--- config.mk ---
export PLATFORM = sky130hd
export DESIGN_NAME = axi_sram_rd_ctrl
export DESIGN_NICKNAME = d
export VERILOG_FILES = /design/src/axi_sram_pkg.sv /design/src/axi_sram_rd_ctrl.sv
export VERILOG_INCLUDE_DIRS = /design/src
export SDC_FILE = /design/constraint.sdc
export NUM_CORES = 1
export LEC_CHECK = 0
export BUFFER_PORTS_ARGS = -buffer_cell sky130_fd_sc_hd__buf_2
export CAP_MARGIN = 25
export CORE_ASPECT_RATIO = 0.6
export CORE_MARGIN = 2
export CORE_UTILIZATION = 45
export CTS_CLUSTER_DIAMETER = 150
export CTS_CLUSTER_SIZE = 20
export DETAILED_ROUTE_END_ITERATION = 12
export HOLD_SLACK_MARGIN = 0.1
export PLACE_DENSITY = 0.89
export SLEW_MARGIN = 15
export SYNTH_ARGS = -nofsm -noshare
export SYNTH_HDL_FRONTEND = slang
export SYNTH_SLANG_ARGS = --single-unit
export TNS_END_PERCENT = 1
--- constraint.sdc ---
create_clock -name i_aclk -period 4.75 [get_ports i_aclk]
set_clock_uncertainty 0.2 [all_clocks]
set_input_delay 0.7125 -clock i_aclk [delete_from_list [all_inputs] [get_ports i_aclk]]
set_output_delay 0.7125 -clock i_aclk [all_outputs]
set_load 0.005 [all_outputs]
--- src/axi_sram_consts.svh ---
// Bus widths, memory size and response codes; include wherever these values are needed
`ifndef AXI_SRAM_CONSTS_SVH
`define AXI_SRAM_CONSTS_SVH

// --------------------
// Bus widths

`define AXI_DATA_W 64
// One strobe bit per data byte
`define AXI_STRB_W 8
`define AXI_ADDR_W 32
`define AXI_ID_W 4

// --------------------
// Memory size

// Depth in 64-bit words
`define SRAM_DEPTH 1024
`define SRAM_IDX_W 10

// --------------------
// Response codes

`define RESP_OKAY 2'b00
`define RESP_SLVERR 2'b10

`endif
--- src/axi_sram_pkg.sv ---
// Types shared by the SRAM slave controllers: burst encoding and FSM states
`default_nettype none

package axi_sram_pkg;

  // AXI burst field encoding
  typedef enum logic [1:0] {
    BURST_FIXED = 2'b00,
    BURST_INCR  = 2'b01,
    BURST_WRAP  = 2'b10
  } burst_e;

  typedef enum logic {
    RD_IDLE,
    RD_BURST
  } rd_state_e;

  typedef enum logic [1:0] {
    WR_IDLE,
    WR_DATA,
    WR_RESP
  } wr_state_e;

endpackage

`default_nettype wire

--- src/axi_sram_rd_ctrl.sv ---
// AR/R channel controller for the SRAM slave; issues memory reads and drives the R channel
`timescale 1ns/1ps
`default_nettype none

`include "axi_sram_consts.svh"

module axi_sram_rd_ctrl (
  input  wire                         i_aclk,
  input  wire                         i_rst_n,

  // AR channel
  input  wire [`AXI_ID_W-1:0]         i_arid,
  input  wire [`AXI_ADDR_W-1:0]       i_araddr,
  input  wire [7:0]                   i_arlen,
  input  wire axi_sram_pkg::burst_e   i_arburst,
  input  wire                         i_arvalid,
  output logic                        o_arready,

  // R channel
  output logic [`AXI_ID_W-1:0]        o_rid,
  output logic [`AXI_DATA_W-1:0]      o_rdata,
  output logic [1:0]                  o_rresp,
  output logic                        o_rlast,
  output logic                        o_rvalid,
  input  wire                         i_rready,

  // Memory read port
  output logic                        o_mem_re,
  output logic [`SRAM_IDX_W-1:0]      o_mem_ridx,
  input  wire [`AXI_DATA_W-1:0]       i_mem_rdata
);

  import axi_sram_pkg::*;

  localparam int unsigned OFF_W  = $clog2(`AXI_STRB_W);
  localparam int unsigned WORD_W = `AXI_ADDR_W - OFF_W;

  rd_state_e               state_q;
  logic                    ar_gap_q;
  logic                    rvalid_q;
  logic [8:0]              iss_cnt_q;
  logic [8:0]              dlv_cnt_q;
  logic [`AXI_ID_W-1:0]    id_q;
  logic [`SRAM_IDX_W-1:0]  idx_q;
  logic [7:0]              len_q;
  burst_e                  burst_q;
  logic                    err_q;

  logic                    ar_fire;
  logic                    r_fire;
  logic                    issue;
  logic [WORD_W-1:0]       first_word;
  logic [WORD_W:0]         last_word;
  logic                    ar_err;

  assign ar_fire = i_arvalid && o_arready;
  assign r_fire  = o_rvalid && i_rready;

  // Burst error decided once at AR from the last beat's word
  assign first_word = i_araddr[`AXI_ADDR_W-1:OFF_W];
  assign last_word  = (i_arburst == BURST_INCR) ? {1'b0, first_word} + i_arlen
                                                : {1'b0, first_word};
  assign ar_err     = ((i_arburst != BURST_FIXED) && (i_arburst != BURST_INCR)) ||
                      (last_word >= `SRAM_DEPTH);

  // --------------------
  // Read issue

  // At most one read in flight until the current beat leaves
  assign issue = (state_q == RD_BURST) && !ar_gap_q &&
                 (iss_cnt_q <= {1'b0, len_q}) && (!o_rvalid || i_rready);

  assign o_mem_re   = issue;
  assign o_mem_ridx = idx_q;

  // --------------------
  // R channel outputs

  assign o_arready = (state_q == RD_IDLE);
  assign o_rvalid  = rvalid_q;
  assign o_rdata   = err_q ? '0 : i_mem_rdata;
  assign o_rlast   = rvalid_q && (dlv_cnt_q == {1'b0, len_q});
  assign o_rid     = id_q;
  assign o_rresp   = err_q ? `RESP_SLVERR : `RESP_OKAY;

  always_ff @(posedge i_aclk or negedge i_rst_n) begin
    if (!i_rst_n) begin
      state_q   <= RD_IDLE;
      ar_gap_q  <= 1'b0;
      rvalid_q  <= 1'b0;
      iss_cnt_q <= '0;
      dlv_cnt_q <= '0;
    end else begin
      // First read waits one cycle after AR
      ar_gap_q <= ar_fire;
      if (issue) begin
        rvalid_q  <= 1'b1;
        iss_cnt_q <= iss_cnt_q + 9'd1;
      end else if (r_fire) begin
        rvalid_q <= 1'b0;
      end
      if (r_fire) begin
        dlv_cnt_q <= dlv_cnt_q + 9'd1;
      end
      case (state_q)
        RD_IDLE: begin
          if (ar_fire) begin
            state_q   <= RD_BURST;
            iss_cnt_q <= '0;
            dlv_cnt_q <= '0;
          end
        end
        RD_BURST: begin
          if (r_fire && o_rlast) begin
            state_q <= RD_IDLE;
          end
        end
        default: state_q <= RD_IDLE;
      endcase
    end
  end

  // Burst fields held from AR
  // INCR steps one word per issued read
  always_ff @(posedge i_aclk) begin
    if (ar_fire) begin
      id_q    <= i_arid;
      idx_q   <= i_araddr[OFF_W +: `SRAM_IDX_W];
      len_q   <= i_arlen;
      burst_q <= i_arburst;
      err_q   <= ar_err;
    end else if (issue && (burst_q == BURST_INCR)) begin
      idx_q <= idx_q + 1'b1;
    end
  end

  // --------------------
  // Checks

  a_r_stall_stable: assert property (@(posedge i_aclk) disable iff (!i_rst_n)
    o_rvalid && !i_rready |=> o_rvalid && $stable(o_rdata) && $stable(o_rlast))
    else $error("R payload changed while stalled");

  a_issue_credit: assert property (@(posedge i_aclk) disable iff (!i_rst_n)
    iss_cnt_q <= dlv_cnt_q + 9'd1)
    else $error("read issued beyond one beat of credit");

endmodule

`default_nettype wire

==> flow_metrics.env <==
export IMPL_status="finished clean"
export IMPL_grt_pass1_wl_um=17800
export IMPL_tns_ns=0
export IMPL_cap_violations=0
export IMPL_wl_per_cell_um=17.4
export IMPL_setup_viol_count_final=0
export IMPL_cts_sinks=46
export IMPL_first_global_vias=3401
export IMPL_worst_pin_slew_ns=0.626
export IMPL_nNetsFinal=702
export IMPL_first_iter_violations=306
export IMPL_antenna_cells=0
export IMPL_place_congestion=0.846
export IMPL_synth_ff_type="edfxtp_1"
export IMPL_clk_latency_ns=0.29
export IMPL_place_hpwl_um=9320
export IMPL_wirelength_um=11700
export IMPL_max_freq_mhz=279
export IMPL_dieArea_sq_mm=0.00831
export IMPL_drive_above_1_share_pct=37.8
export IMPL_ys_ff_latch=46
export IMPL_ios=198
export IMPL_cts_buffers_inserted=5
export IMPL_hold_viol=0
export IMPL_syn_area_sq_mm=0.00341
export IMPL_min_period_ns=3.58
export IMPL_fillers=613
export IMPL_p_total_mw=1.57
export IMPL_rsz0062_at_grt="no"
export IMPL_crit_arrival_ns=3.39
export IMPL_start_util_pct=46.7
export IMPL_hp_class="in2async"
export IMPL_antenna_found_initial=1
export IMPL_core_region_area_sq_mm=0.00730
export IMPL_clkSlewWorstSetupHoldPaths_ns=0.07
export IMPL_htree_levels=2
export IMPL_mostFrequentLayoutCell="buf_2"
export IMPL_multi_input_comb_area_sq_mm=0.00200
export IMPL_grt_usage_pct=27.5
export IMPL_cts_setup_buffers=0
export IMPL_synth_nets=514
export IMPL_grt_max_degree=60
export IMPL_synthDistinctLibCells=57
export IMPL_seq_area_frac_synth_pct=37.4
export IMPL_seq_area_sq_mm=0.00128
export IMPL_drtPass1Iterations=5
export IMPL_via_per_inst=5.43
export IMPL_synthArstFlopShare_pct=45.7
export IMPL_relSlewSlack_pct=57.2
export IMPL_final_cell_mix="buf_2 (193), nor2b_1 (65), nand2_1 (43), edfxtp_1 (25), dfrtp_1 (21)"
export IMPL_slew_viol_final=0
export IMPL_crit_required_ns=4.55
export IMPL_p_per_area_mw_per_mm2=339
export IMPL_die_w_um=116
export IMPL_critPathLaunchType="input port"
export IMPL_core_rowCount=24
export IMPL_ant_nets=0
export IMPL_synth_edf_count=25
export IMPL_synth_area_per_cell_sq_um=8.98
export IMPL_cts_root_buf="clkbuf_16"
export IMPL_clockBufferDepth=2
export IMPL_power_leakage_nw=2.21
export IMPL_drc=0
export IMPL_areaGrowthSynthToFinish_pct=35.6
export IMPL_vias=3657
export IMPL_timing_worst_setup_path_type="in2reg"
export IMPL_synthCells=380
export IMPL_cts_tree="yes"
export IMPL_cp_max_fo=6
export IMPL_max_vdd_ir_drop_uv=165
export IMPL_period_share_pct=75.4
export IMPL_cts_resized=0
export IMPL_ctsHoldBuffers=0
export IMPL_die_h_um=71.4
export IMPL_port_buffers=193
export IMPL_yosysWarnings=0
export IMPL_grt_overflow_total=0
export IMPL_end_kind="flip-flop"
==> synthesized netlist by cell type, types with 3 or more instances <==
cell type  instances  area (sq um)
edfxtp_1          25           751
nor2b_1           65           407
o21a_1             3          22.5
and3_1             4          25.0
nor2_1            13          48.8
o211ai_1           4          30.0
clkbuf_1          12          45.0
or3_1              4          25.0
o22ai_1            3          18.8
dfrtp_1           21           526
xor2_1            13           114
a21o_1             3          22.5
inv_1             17          63.8
nor3_1             8          40.0
o21ai_0           19          95.1
a211oi_1           5          37.5
a21oi_1           10          50.1
xnor2_1           13           114
ha_1              19           238
nand4_1           12          75.1
nand3_1           15          75.1
nor4_1             4          25.0
nand2_1           43           161
==> path summary, 6_finish.rpt <==
path                               from      endpoint  slack [ns]  cells after the start
min reg2reg                     state_q       state_q        0.31                      1
max                         i_araddr[3]         err_q        1.17                     10
max reg2reg                iss_cnt_q[2]  iss_cnt_q[3]        1.94                      8
min in group i_aclk             state_q       state_q        0.31                      1
max in group asynchronous       i_rst_n       state_q        3.85                      1
min                             i_rst_n      o_rvalid        0.18                      1
==> critical path, stage by stage <==
cell	delay, ns
buf_2	0.11
ha_1	0.24
fa_1	0.37
a211oi_1	0.27
o211ai_1	0.27
a211o_1	0.35
a221oi_1	0.27
o2111ai_1	0.15
a2111oi_0	0.49
nand4_1	0.16
==> flip-flops by register name, summed over array words and instances (netlist names) <==
name        count
o_rvalid        1
state_q         1
dlv_cnt_q       9
iss_cnt_q       9
ar_gap_q        1
o_rid           4
o_mem_ridx     10
err_q           1
burst_q         2
len_q           8
==> kinds of logic after synthesis <==
kind of cell | count (synthesis) | synth area share (%)
other | 1 | 0.110
adders and majority gates | 20 | 7.56
and+or+nand+nor | 182 | 29.9
DFF | 46 | 37.4
buffers and inverters | 34 | 4.18
muxes | 2 | 0.587
AOI/OAI and AO/OA | 69 | 13.6
xor gates and xnor gates | 26 | 6.68
==> metal layers <==
layer / share of wire, % / wire (um) / GRT usage (%) / vias up
met5: 0.094 / 11 / 0 / -
met4: 0.99 / 116 / 4.89 / 2
met3: 7.4 / 863 / 5.08 / 13
met2: 46 / 5430 / 42.1 / 165
met1: 45 / 5300 / 41.1 / 1749
li1: - / - / - / 1728
==> power breakdown <==
group | total, mW | switching, mW | internal (mW)
Combinational | 0.549 | 0.306 | 0.243
Clock | 0.375 | 0.150 | 0.225
Sequential | 0.646 | 0.110 | 0.536
==> per-stage QoR <==
step / setup WS, ns / hold WS, ns / cell area (sq um) / std cells / util, %
global route: 0.900 / 0.220 / 4630 / 673 / 63.4
finish: 1.17 / 0.179 / 4630 / 673 / 63.4
CTS: 1.21 / 0.193 / 4630 / 673 / 63.4
floorplan: 1.32 / 0.217 / 3410 / 380 / -
detailed placement: 0.936 / 0.294 / 4470 / 665 / 61.2
global placement: 1.06 / 0.278 / 4470 / 665 / 61.2
==> layout make-up <==
cell class                 count  share of cell area [%]
inverter                      19                    1.54
multi-input combinational    300                    43.2
clock inverter                 2                   0.216
sequential                    46                    27.6
clock buffer                   6                    3.25
tap                          104                    2.81
timing repair buffer         196                    21.4
Power figures use the tool's default switching activity.
