===== config.mk =====
export PLATFORM = sky130hd
export DESIGN_NAME = axi_sram_wr_ctrl
export DESIGN_NICKNAME = d
export VERILOG_FILES = /design/src/axi_sram_pkg.sv /design/src/axi_sram_wr_ctrl.sv
export VERILOG_INCLUDE_DIRS = /design/src
export SDC_FILE = /design/constraint.sdc
export NUM_CORES = 1
export LEC_CHECK = 0
export BUFFER_PORTS_ARGS = -buffer_cell sky130_fd_sc_hd__buf_4
export CAP_MARGIN = 40
export CORE_MARGIN = 2
export CORE_UTILIZATION = 36
export CTS_CLUSTER_SIZE = 30
export DETAILED_ROUTE_END_ITERATION = 7
export GPL_TIMING_DRIVEN = 1
export PLACE_DENSITY = 0.78
export RECOVER_POWER = 50
export SLEW_MARGIN = 10
export SYNTH_ARGS = -nofsm -noshare
export SYNTH_HDL_FRONTEND = slang
export SYNTH_SLANG_ARGS = --single-unit

===== constraint.sdc =====
create_clock -name i_aclk -period 1.71 [get_ports i_aclk]
set_clock_uncertainty 0.05 [all_clocks]
set_input_delay 0.513 -clock i_aclk [delete_from_list [all_inputs] [get_ports i_aclk]]
set_output_delay 0.513 -clock i_aclk [all_outputs]
set_load 0.01 [all_outputs]

===== src/axi_sram_consts.svh =====
// Bus widths, memory size and response codes; include wherever these values are needed
`ifndef AXI_SRAM_CONSTS_SVH
`define AXI_SRAM_CONSTS_SVH

// --------------------
// Bus widths

`define AXI_DATA_W 64
// One strobe bit per data byte
`define AXI_STRB_W 8
`define AXI_ADDR_W 32
`define AXI_ID_W 4

// --------------------
// Memory size

// Depth in 64-bit words
`define SRAM_DEPTH 1024
`define SRAM_IDX_W 10

// --------------------
// Response codes

`define RESP_OKAY 2'b00
`define RESP_SLVERR 2'b10

`endif

===== src/axi_sram_pkg.sv =====
// Types shared by the SRAM slave controllers: burst encoding and FSM states
`default_nettype none

package axi_sram_pkg;

  // AXI burst field encoding
  typedef enum logic [1:0] {
    BURST_FIXED = 2'b00,
    BURST_INCR  = 2'b01,
    BURST_WRAP  = 2'b10
  } burst_e;

  typedef enum logic {
    RD_IDLE,
    RD_BURST
  } rd_state_e;

  typedef enum logic [1:0] {
    WR_IDLE,
    WR_DATA,
    WR_RESP
  } wr_state_e;

endpackage

`default_nettype wire


===== src/axi_sram_wr_ctrl.sv =====
// AW/W/B channel controller for the SRAM slave; writes accepted beats and returns the response
`timescale 1ns/1ps
`default_nettype none

`include "axi_sram_consts.svh"

module axi_sram_wr_ctrl (
  input  wire                         i_aclk,
  input  wire                         i_rst_n,

  // AW channel
  input  wire [`AXI_ID_W-1:0]         i_awid,
  input  wire [`AXI_ADDR_W-1:0]       i_awaddr,
  input  wire [7:0]                   i_awlen,
  input  wire axi_sram_pkg::burst_e   i_awburst,
  input  wire                         i_awvalid,
  output logic                        o_awready,

  // W channel
  input  wire [`AXI_DATA_W-1:0]       i_wdata,
  input  wire [`AXI_STRB_W-1:0]       i_wstrb,
  input  wire                         i_wlast,
  input  wire                         i_wvalid,
  output logic                        o_wready,

  // B channel
  output logic [`AXI_ID_W-1:0]        o_bid,
  output logic [1:0]                  o_bresp,
  output logic                        o_bvalid,
  input  wire                         i_bready,

  // Memory write port
  output logic                        o_mem_we,
  output logic [`SRAM_IDX_W-1:0]      o_mem_widx,
  output logic [`AXI_STRB_W-1:0]      o_mem_wbe,
  output logic [`AXI_DATA_W-1:0]      o_mem_wdata
);

  import axi_sram_pkg::*;

  localparam int unsigned OFF_W  = $clog2(`AXI_STRB_W);
  localparam int unsigned WORD_W = `AXI_ADDR_W - OFF_W;

  wr_state_e               state_q;
  logic [7:0]              cnt_q;
  logic [`AXI_ID_W-1:0]    id_q;
  logic [`SRAM_IDX_W-1:0]  idx_q;
  burst_e                  burst_q;
  logic                    err_q;

  logic                    aw_fire;
  logic                    w_fire;
  logic                    b_fire;
  logic                    last_beat;
  logic [WORD_W-1:0]       first_word;
  logic [WORD_W:0]         last_word;
  logic                    aw_err;

  assign aw_fire   = i_awvalid && o_awready;
  assign w_fire    = i_wvalid && o_wready;
  assign b_fire    = o_bvalid && i_bready;
  assign last_beat = (cnt_q == 8'd0);

  // WRAP, the reserved code and bursts running past the end are errors
  assign first_word = i_awaddr[`AXI_ADDR_W-1:OFF_W];
  assign last_word  = (i_awburst == BURST_INCR) ? {1'b0, first_word} + i_awlen
                                                : {1'b0, first_word};
  assign aw_err     = ((i_awburst != BURST_FIXED) && (i_awburst != BURST_INCR)) ||
                      (last_word >= `SRAM_DEPTH);

  assign o_awready = (state_q == WR_IDLE);
  assign o_wready  = (state_q == WR_DATA);
  assign o_bvalid  = (state_q == WR_RESP);
  assign o_bid     = id_q;
  assign o_bresp   = err_q ? `RESP_SLVERR : `RESP_OKAY;

  // --------------------
  // Memory write

  // Error burst writes nothing, so no out-of-range beat reaches the array
  assign o_mem_we    = w_fire;
  assign o_mem_widx  = idx_q;
  assign o_mem_wbe   = err_q ? '0 : i_wstrb;
  assign o_mem_wdata = i_wdata;

  always_ff @(posedge i_aclk or negedge i_rst_n) begin
    if (!i_rst_n) begin
      state_q <= WR_IDLE;
      cnt_q   <= '0;
    end else begin
      case (state_q)
        WR_IDLE: begin
          if (aw_fire) begin
            state_q <= WR_DATA;
            cnt_q   <= i_awlen;
          end
        end
        WR_DATA: begin
          if (w_fire) begin
            cnt_q <= cnt_q - 8'd1;
            if (last_beat) begin
              state_q <= WR_RESP;
            end
          end
        end
        WR_RESP: begin
          if (b_fire) begin
            state_q <= WR_IDLE;
          end
        end
        default: state_q <= WR_IDLE;
      endcase
    end
  end

  always_ff @(posedge i_aclk) begin
    if (aw_fire) begin
      id_q    <= i_awid;
      idx_q   <= i_awaddr[OFF_W +: `SRAM_IDX_W];
      burst_q <= i_awburst;
      err_q   <= aw_err;
    end else if (w_fire && (burst_q == BURST_INCR)) begin
      idx_q <= idx_q + 1'b1;
    end
  end

  // --------------------
  // Checks

  a_wlast_count: assert property (@(posedge i_aclk) disable iff (!i_rst_n)
    w_fire |-> (i_wlast == last_beat))
    else $error("wlast does not match the AW length");

  a_bvalid_hold: assert property (@(posedge i_aclk) disable iff (!i_rst_n)
    o_bvalid && !i_bready |=> o_bvalid && $stable(o_bid) && $stable(o_bresp))
    else $error("B response dropped before bready");

endmodule

`default_nettype wire


==> out/metrics.yaml, run 1 <==
cts_tree: "yes"
gp_congestion: 0.944
die_area_um2: 8230
synthCells: 322
antenna_found_initial: 0
grt_pass1_vias: 2398
crit_chain: "buf_4 > ha_2 > o21ai_0 > a21oi_1 > nand2_4 > buf_4 > nor3_1 > mux2i_1 > o31a_1 > or4_1"
syn_area_um2: 2710
dp.final_hpwl_um: 5580
setup_ws_ps: -834
ir_worst_vdd_mv: 0.291
synth-edff-count: 17
p_leak_nw: 1.47
end_kind: "flip-flop"
power_w: 0.00290
nets: 523
critPathKind: "in2reg"
yosysTopAreaCell: "edfxtp_1"
ys_seq_area_share_pct: 28.1
period_needed_ps: 2540
syn_nets: 458
port_buffers: 82
synthTopCellsByArea: "edfxtp_1 (19%), buf_4 (18%), dfrtp_1 (9.2%)"
synth_area_per_cell_um2: 8.40
final_common_cell: "buf_4"
cp_common_cell: "buf_4"
clock_latency_ps: 280
path_buf_inv: 2
worstMarginPinSlew_ps: 581
firstDrtPassIters: 4
drv_cap: 0
synth_ff_type: "edfxtp_1"
start_util_pct: 37.3
diodes: 0
core_area_um2: 7250
clkTransAtPathRegs_ps: 100
cts_sinks: 27
crit_family: "simple AND/OR/NAND/NOR gates"
layout_common_cells: "buf_4 (118), o21ai_0 (24), nand2_1 (23)"
cts_buffer_depth: 2
area_growth_pct: 32.8
drtAntennaViolNets: 0
drt_wl_total_um: 7060
cts_root_buf: "clkbuf_8"
h-tree-depth: 1
drive_gt1_share_pct: 46.1
grt_overflow: 0
slew_viol_final: 0
cp_data_required_time_ps: 1670
max-slew-margin-rel_pct: 61.3
fp-row-count: 31
fin_tns_setup_ps: -853
final.period_utilization_pct: 149
start_kind: "primary input"
setup_viol: 3
drc_errors: 0
grt_pass1_wl_um: 11200
grt_use_total_pct: 16.3
yosysWarningCount: 0
clock.fmax_mhz: 393
cp_slowest_cell: "or4_1"
fill_cells: 677
grt_max_degree: 20
cp_max_fo: 7
async_flop_share_pct: 37.0
hold_violations: 0
failed_checks: "negative setup slack"
outcome: "complete, but fails checks"
die_h_um: 90.7
dieWidth_um: 90.7
synth_top_area_share_pct: 18.9
route.vias.total: 2465
ys_seq_elements: 27
cts_buffers: 3
hp-class: "in2reg"
crit_arrival_ps: 2500
power_density_nw_per_um2: 806
dr.first_iter.drc_count: 124
yosys.cell_types.count: 59
r2r_slack_ps: 160
rsz0062_at_grt: "yes"
wire_per_inst_um: 14.6
slowest_delay_ps: 530
num_io_pins: 216
avgViaCountPerCell: 5.08
==> final timing paths <==
kind,from,cells after the start,endpoint
max in group asynchronous,i_rst_n,2,cnt_q[1]
hold / removal,i_awid[2],1,o_bid[2]
min in group asynchronous,i_rst_n,2,cnt_q[6]
hold reg to reg,cnt_q[6],2,cnt_q[6]
setup reg to reg,state_q[1],5,o_mem_widx[6]
setup / recovery,i_awlen[6],10,err_q
==> report_power, final <==
group	leakage [nW]	switching [W]	internal, W	total [W]
Clock	0.0260	0.000206	0.000167	0.000372
Sequential	0.274	0.000183	0.000919	0.00110
Combinational	1.17	0.000706	0.000715	0.00142
==> metal layers <==
| layer | global-route usage [%] | up-vias | part of all wire (%) |
|---|---|---|---|
| met3 | 4.34 | 34 | 7.6 |
| met4 | 7.69 | 0 | 3.1 |
| met1 | 18.1 | 1129 | 38 |
| met2 | 28.9 | 100 | 51 |
| li1 | - | 1202 | - |
| met5 | 0 | - | 0 |
==> cell families (layout without fill, tap and decap cells) <==
logic type,after synthesis,in the layout,synth area share (%)
multiplexers,6,6,2.31
buffers and inverters,85,149,21.0
other,1,1,0.139
XOR/XNOR,13,13,4.21
flip-flops,27,27,28.1
adder cells (fa/ha/maj),12,12,5.83
AND/OR/NAND/NOR,109,109,22.0
AO/OA/AOI/OAI,69,69,16.4
==> synthesized netlist by cell type (2+ instances only) <==
cell type	instances
dfrtp_1	10
and2_1	4
a211oi_1	2
nand4_1	5
o211ai_1	3
nor3_1	6
nand3_1	13
a22oi_1	3
inv_1	12
o21ai_0	25
buf_4	66
xor2_1	5
nor2_1	21
or2_1	2
or2_2	4
a211o_1	2
nand2_1	23
nand2b_1	3
a2111oi_0	2
mux2i_1	4
a21oi_1	13
a21o_1	2
o31ai_1	2
a31oi_1	2
and3_2	2
clkbuf_1	5
nor4_1	7
edfxtp_1	17
nor2b_1	9
ha_1	11
and3_1	2
xnor2_1	8
==> final cells by class <==
type	instances	area (um^2)	area share (%)
clock buffer	3	41.3	1.15
clock inverter	1	6.26	0.174
inverter	12	45.0	1.25
multi-input combinational	210	1600	44.4
sequential	27	761	21.2
tap	99	124	3.45
timing repair buffer	133	1020	28.4
==> sequential cells by signal, summed over array words and instances (netlist names) <==
signal and count:
err_q 1, state_q 2, o_bid 4, burst_q 2
o_mem_widx 10, cnt_q 8
==> through the flow <==
step | cell area, um^2 | setup WS, ps | instances | hold WS, ps | util [%]
2_1_floorplan | 2780 | -920 | 322 | 167 | -
3_3_place_gp | 3350 | -1160 | 477 | 301 | 46.2
3_5_place_dp | 3350 | -1240 | 477 | 306 | 46.2
4_1_cts | 3510 | -802 | 483 | 350 | 48.4
5_1_grt | 3590 | -941 | 485 | 366 | 49.5
6_report | 3590 | -834 | 485 | 375 | 49.5
==> what timing repair did <==
action / 4_1_cts / 5_1_grt
resized for setup: 19 / 16
setup buffers: 1 / 2
pin swaps: 6 / 5
hold buffers: 1 / 0
gates cloned: 0 / 0
endpoints found under the setup margin: 3 / 10
hold endpoints to repair: 9 / 0
(Power assumes the default switching activity.)
==> run 2, diff against run 1 <==
--- a/config.mk
+++ b/config.mk
@@ -6,14 +6,17 @@
 export SDC_FILE = /design/constraint.sdc
 export NUM_CORES = 1
 export LEC_CHECK = 0
+export ABC_AREA = 1
 export BUFFER_PORTS_ARGS = -buffer_cell sky130_fd_sc_hd__buf_4
 export CAP_MARGIN = 40
+export CELL_PAD_IN_SITES_DETAIL_PLACEMENT = 1
+export CELL_PAD_IN_SITES_GLOBAL_PLACEMENT = 1
 export CORE_MARGIN = 2
-export CORE_UTILIZATION = 36
+export CORE_UTILIZATION = 25
 export CTS_CLUSTER_SIZE = 30
 export DETAILED_ROUTE_END_ITERATION = 7
 export GPL_TIMING_DRIVEN = 1
-export PLACE_DENSITY = 0.78
+export PLACE_DENSITY_LB_ADDON = 0.1
 export RECOVER_POWER = 50
 export SLEW_MARGIN = 10
 export SYNTH_ARGS = -nofsm -noshare
==> run 2 against run 1 <==
  * The run still ends with negative setup slack left
  * Clock power rose by 53%
  * Sequential share of layout area down 5.3 points
  * Setup slack gained 370 ps
  * Core utilization fell by 13 points
  * First-iteration DRC count is 21% higher
  * Worst hold slack worse by 190 ps
  * Die area is 76% higher
  * Combinational power grew 28%
  * Final cell count rose by 69%
  * Routed wire length increased by 66%
  * Via count grew 47%
==> out/metrics.yaml, run 2 <==
outcome: "complete, but fails checks"
failed_checks: "negative setup slack"
critPathKind: "in2reg"
largest_reg_flops: 10  # unchanged
period_needed_ps: 2180  # -367 ps
firstDrtPassIters: 4  # unchanged
synthTopCellsByArea: "nand2_1 (18%), edfxtp_1 (15%), buf_4 (15%)"
final_common_cell: "buf_4"
synth-edff-count: 17  # unchanged
setup_ws_ps: -468  # +367 ps
area_growth_pct: 41.6
fill_cells: 1702  # +150%
synth_area_per_cell_um2: 6.23  # -26%
grt_pass1_wl_um: 18800  # +68%
synth_common_cells: "nand2_1 (160), inv_1 (74), buf_4 (67)"
cp_data_required_time_ps: 1680  # about the same
route.vias.total: 3633  # +47%
drtAntennaViolNets: 0  # unchanged
fp-row-count: 42  # +35%
hold_buffers: 0  # -1
dr.first_iter.drc_count: 150  # +21%
h-tree-depth: 1  # unchanged
wire_per_inst_um: 14.4  # -1.3%
cp_max_fo: 5  # -2
core_area_um2: 13200  # +82%
crit_start: "i_awaddr[9]"
grt_use_total_pct: 16.2  # -0.15 points
drc_errors: 0  # unchanged
synth.most_common_cell: "nand2_1"
clkTransAtPathRegs_ps: 80  # -20 ps
syn_area_um2: 3380  # +25%
end_kind: "flip-flop"
finish.instance_area_um2: 4780  # +33%
nets: 779  # +49%
start_kind: "primary input"
max-slew-margin-rel_pct: 55.8  # -5.5 points
power_w: 0.00346  # +20%
grt_overflow: 0  # unchanged
cts_tree: "yes"
r2r_start: "o_mem_widx[0]"
worstMarginPinSlew_ps: 663  # +82.4 ps
die_area_um2: 14400  # +76%
synthCells: 542  # +68%
cp_slowest_cell: "ha_4"
clock_latency_ps: 270  # about the same
placed_area_um2: 4340  # +29%
drt_wl_total_um: 11700  # +66%
synth_top_area_share_pct: 17.8  # -1.1 points
start_util_pct: 25.6  # -12 points
antenna_found_initial: 0  # unchanged
cts_sinks: 27  # unchanged
crit_chain: "buf_4 > ha_4 > nand2_2 > nand2_2 > a21boi_2 > buf_4 > nand3_2 > buf_4 > nand4_1 > nand3_1 > nor2_1 > nand2_1 > nor2_1 > nand2_1"
drv_cap: 0  # unchanged
port_buffers: 82  # unchanged
clock.fmax_mhz: 459  # +17%
num_io_pins: 216  # unchanged
hold_violations: 0  # unchanged
fin_tns_setup_ps: -468  # +385 ps
yosysTopAreaCell: "nand2_1"
power_density_nw_per_um2: 724  # -10%
gp_congestion: 0.770  # -18%
yosys.cell_types.count: 37  # -37%
rsz0062_at_grt: "yes"
diodes: 0  # unchanged
cts_buffer_depth: 2  # unchanged
synth_ff_type: "edfxtp_1"
avgViaCountPerCell: 4.44  # -13%
layout_common_cells: "buf_4 (154), nand2_1 (142), inv_1 (69)"
final.period_utilization_pct: 127  # -21 points
p_leak_nw: 2.39  # +62%
syn_nets: 678  # +48%
dp.final_hpwl_um: 10000  # +80%
slowest_delay_ps: 260  # -270 ps
ys_seq_area_share_pct: 22.5  # -5.6 points
cp_common_cell: "buf_4"
cts_buffers: 3  # unchanged
hp-class: "in2async"
crit_arrival_ps: 2150  # -350 ps
cts_root_buf: "clkbuf_16"
grt_max_degree: 17  # -15%
setup_viol: 1  # -2
dieWidth_um: 120  # +33%
drive_gt1_share_pct: 38.2  # -8.0 points
ir_worst_vdd_mv: 0.401  # +38%
async_flop_share_pct: 37.0  # unchanged
slew_viol_final: 0  # unchanged
die_h_um: 120  # +33%
ys_seq_elements: 27  # unchanged
grt_pass1_vias: 3764  # +57%
yosysWarningCount: 0  # unchanged
==> run 2: changes by cell type in the layout (fill, tap and decap cells not counted), moves of 6 or more <==
cell	delta
buf_4	+36
nand3_2	+6
inv_1	+58
nor2_2	+9
nor2b_1	-9
inv_2	+7
nand3_1	+24
nor2_1	+25
nand4_1	+6
nand2_1	+119
nand2_2	+18
a21oi_1	-7
==> run 2: final timing paths <==
check | depth (start not counted) | slack, ps | endpoint
worst max register to register | 8 | 80 | o_mem_widx[8]
worst min-delay path | 1 | 190 | cnt_q[1]
worst min register to register | 2 | 530 | cnt_q[5]
max in group asynchronous | 1 | 1000 | cnt_q[7]
min in group i_aclk | 1 | 390 | o_bid[0]
worst max-delay path | 14 | -470 | err_q
==> run 2: stage by stage <==
stage	worst slack [ps]	util (%)	hold slack, ps	std cells
6_report	-468	36.2	187	818
2_1_floorplan	-425	-	167	542
3_3_place_gp	-900	32.9	311	805
5_1_grt	-608	36.2	229	818
3_5_place_dp	-952	32.9	313	805
4_1_cts	-526	34.8	13.1	812
==> run 2: timing repair <==
action	CTS	global route
buffers inserted	3	6
endpoints found under the setup margin	3	16
pin swaps	13	31
gates resized for setup	23	48
==> run 2: power breakdown <==
part	switching (W)	internal (W)	total, W
Clock	0.000251	0.000317	0.000568
Sequential	0.000159	0.000919	0.00108
Combinational	0.000964	0.000851	0.00182
Total	0.00137	0.00209	0.00346
==> run 2: area by class of cell <==
class / instances / area, um^2 / area share, %
clock buffer: 3 / 75.1 / 1.57
clock inverter: 1 / 5.00 / 0.105
inverter: 80 / 303 / 6.33
multi-input combinational: 362 / 2100 / 43.8
sequential: 27 / 761 / 15.9
tap: 176 / 220 / 4.61
timing repair buffer: 169 / 1320 / 27.6
==> run 2: cells by family (layout without fill, tap and decap cells) <==
logic type,after synthesis,in the layout,synth area share (%)
AOI/OAI and AO/OA,38,38,6.38
xor gates and xnor gates,9,9,2.33
adders and majority gates,12,12,4.67
buffers and inverters,153,253,24.6
DFF,27,27,22.5
other,1,1,0.111
and+or+nand+nor,302,302,39.4
==> run 2: layer usage <==
metal  routed length, um  vias to the layer above  track usage, %
li1                    -                     1844               -
met1                5800                     1667            22.6
met2                5310                       94            26.5
met3                 450                       28            1.84
met4                 182                        0            4.26
met5                   0                        -               0
==> run 2: worst max-delay path: cells and delay by family <==
kind / cells / cell delay, ps
and+or+nand+nor: 9 / 790
buffers and inverters: 3 / 410
adders and majority gates: 1 / 260
AOI/OAI and AO/OA: 1 / 170
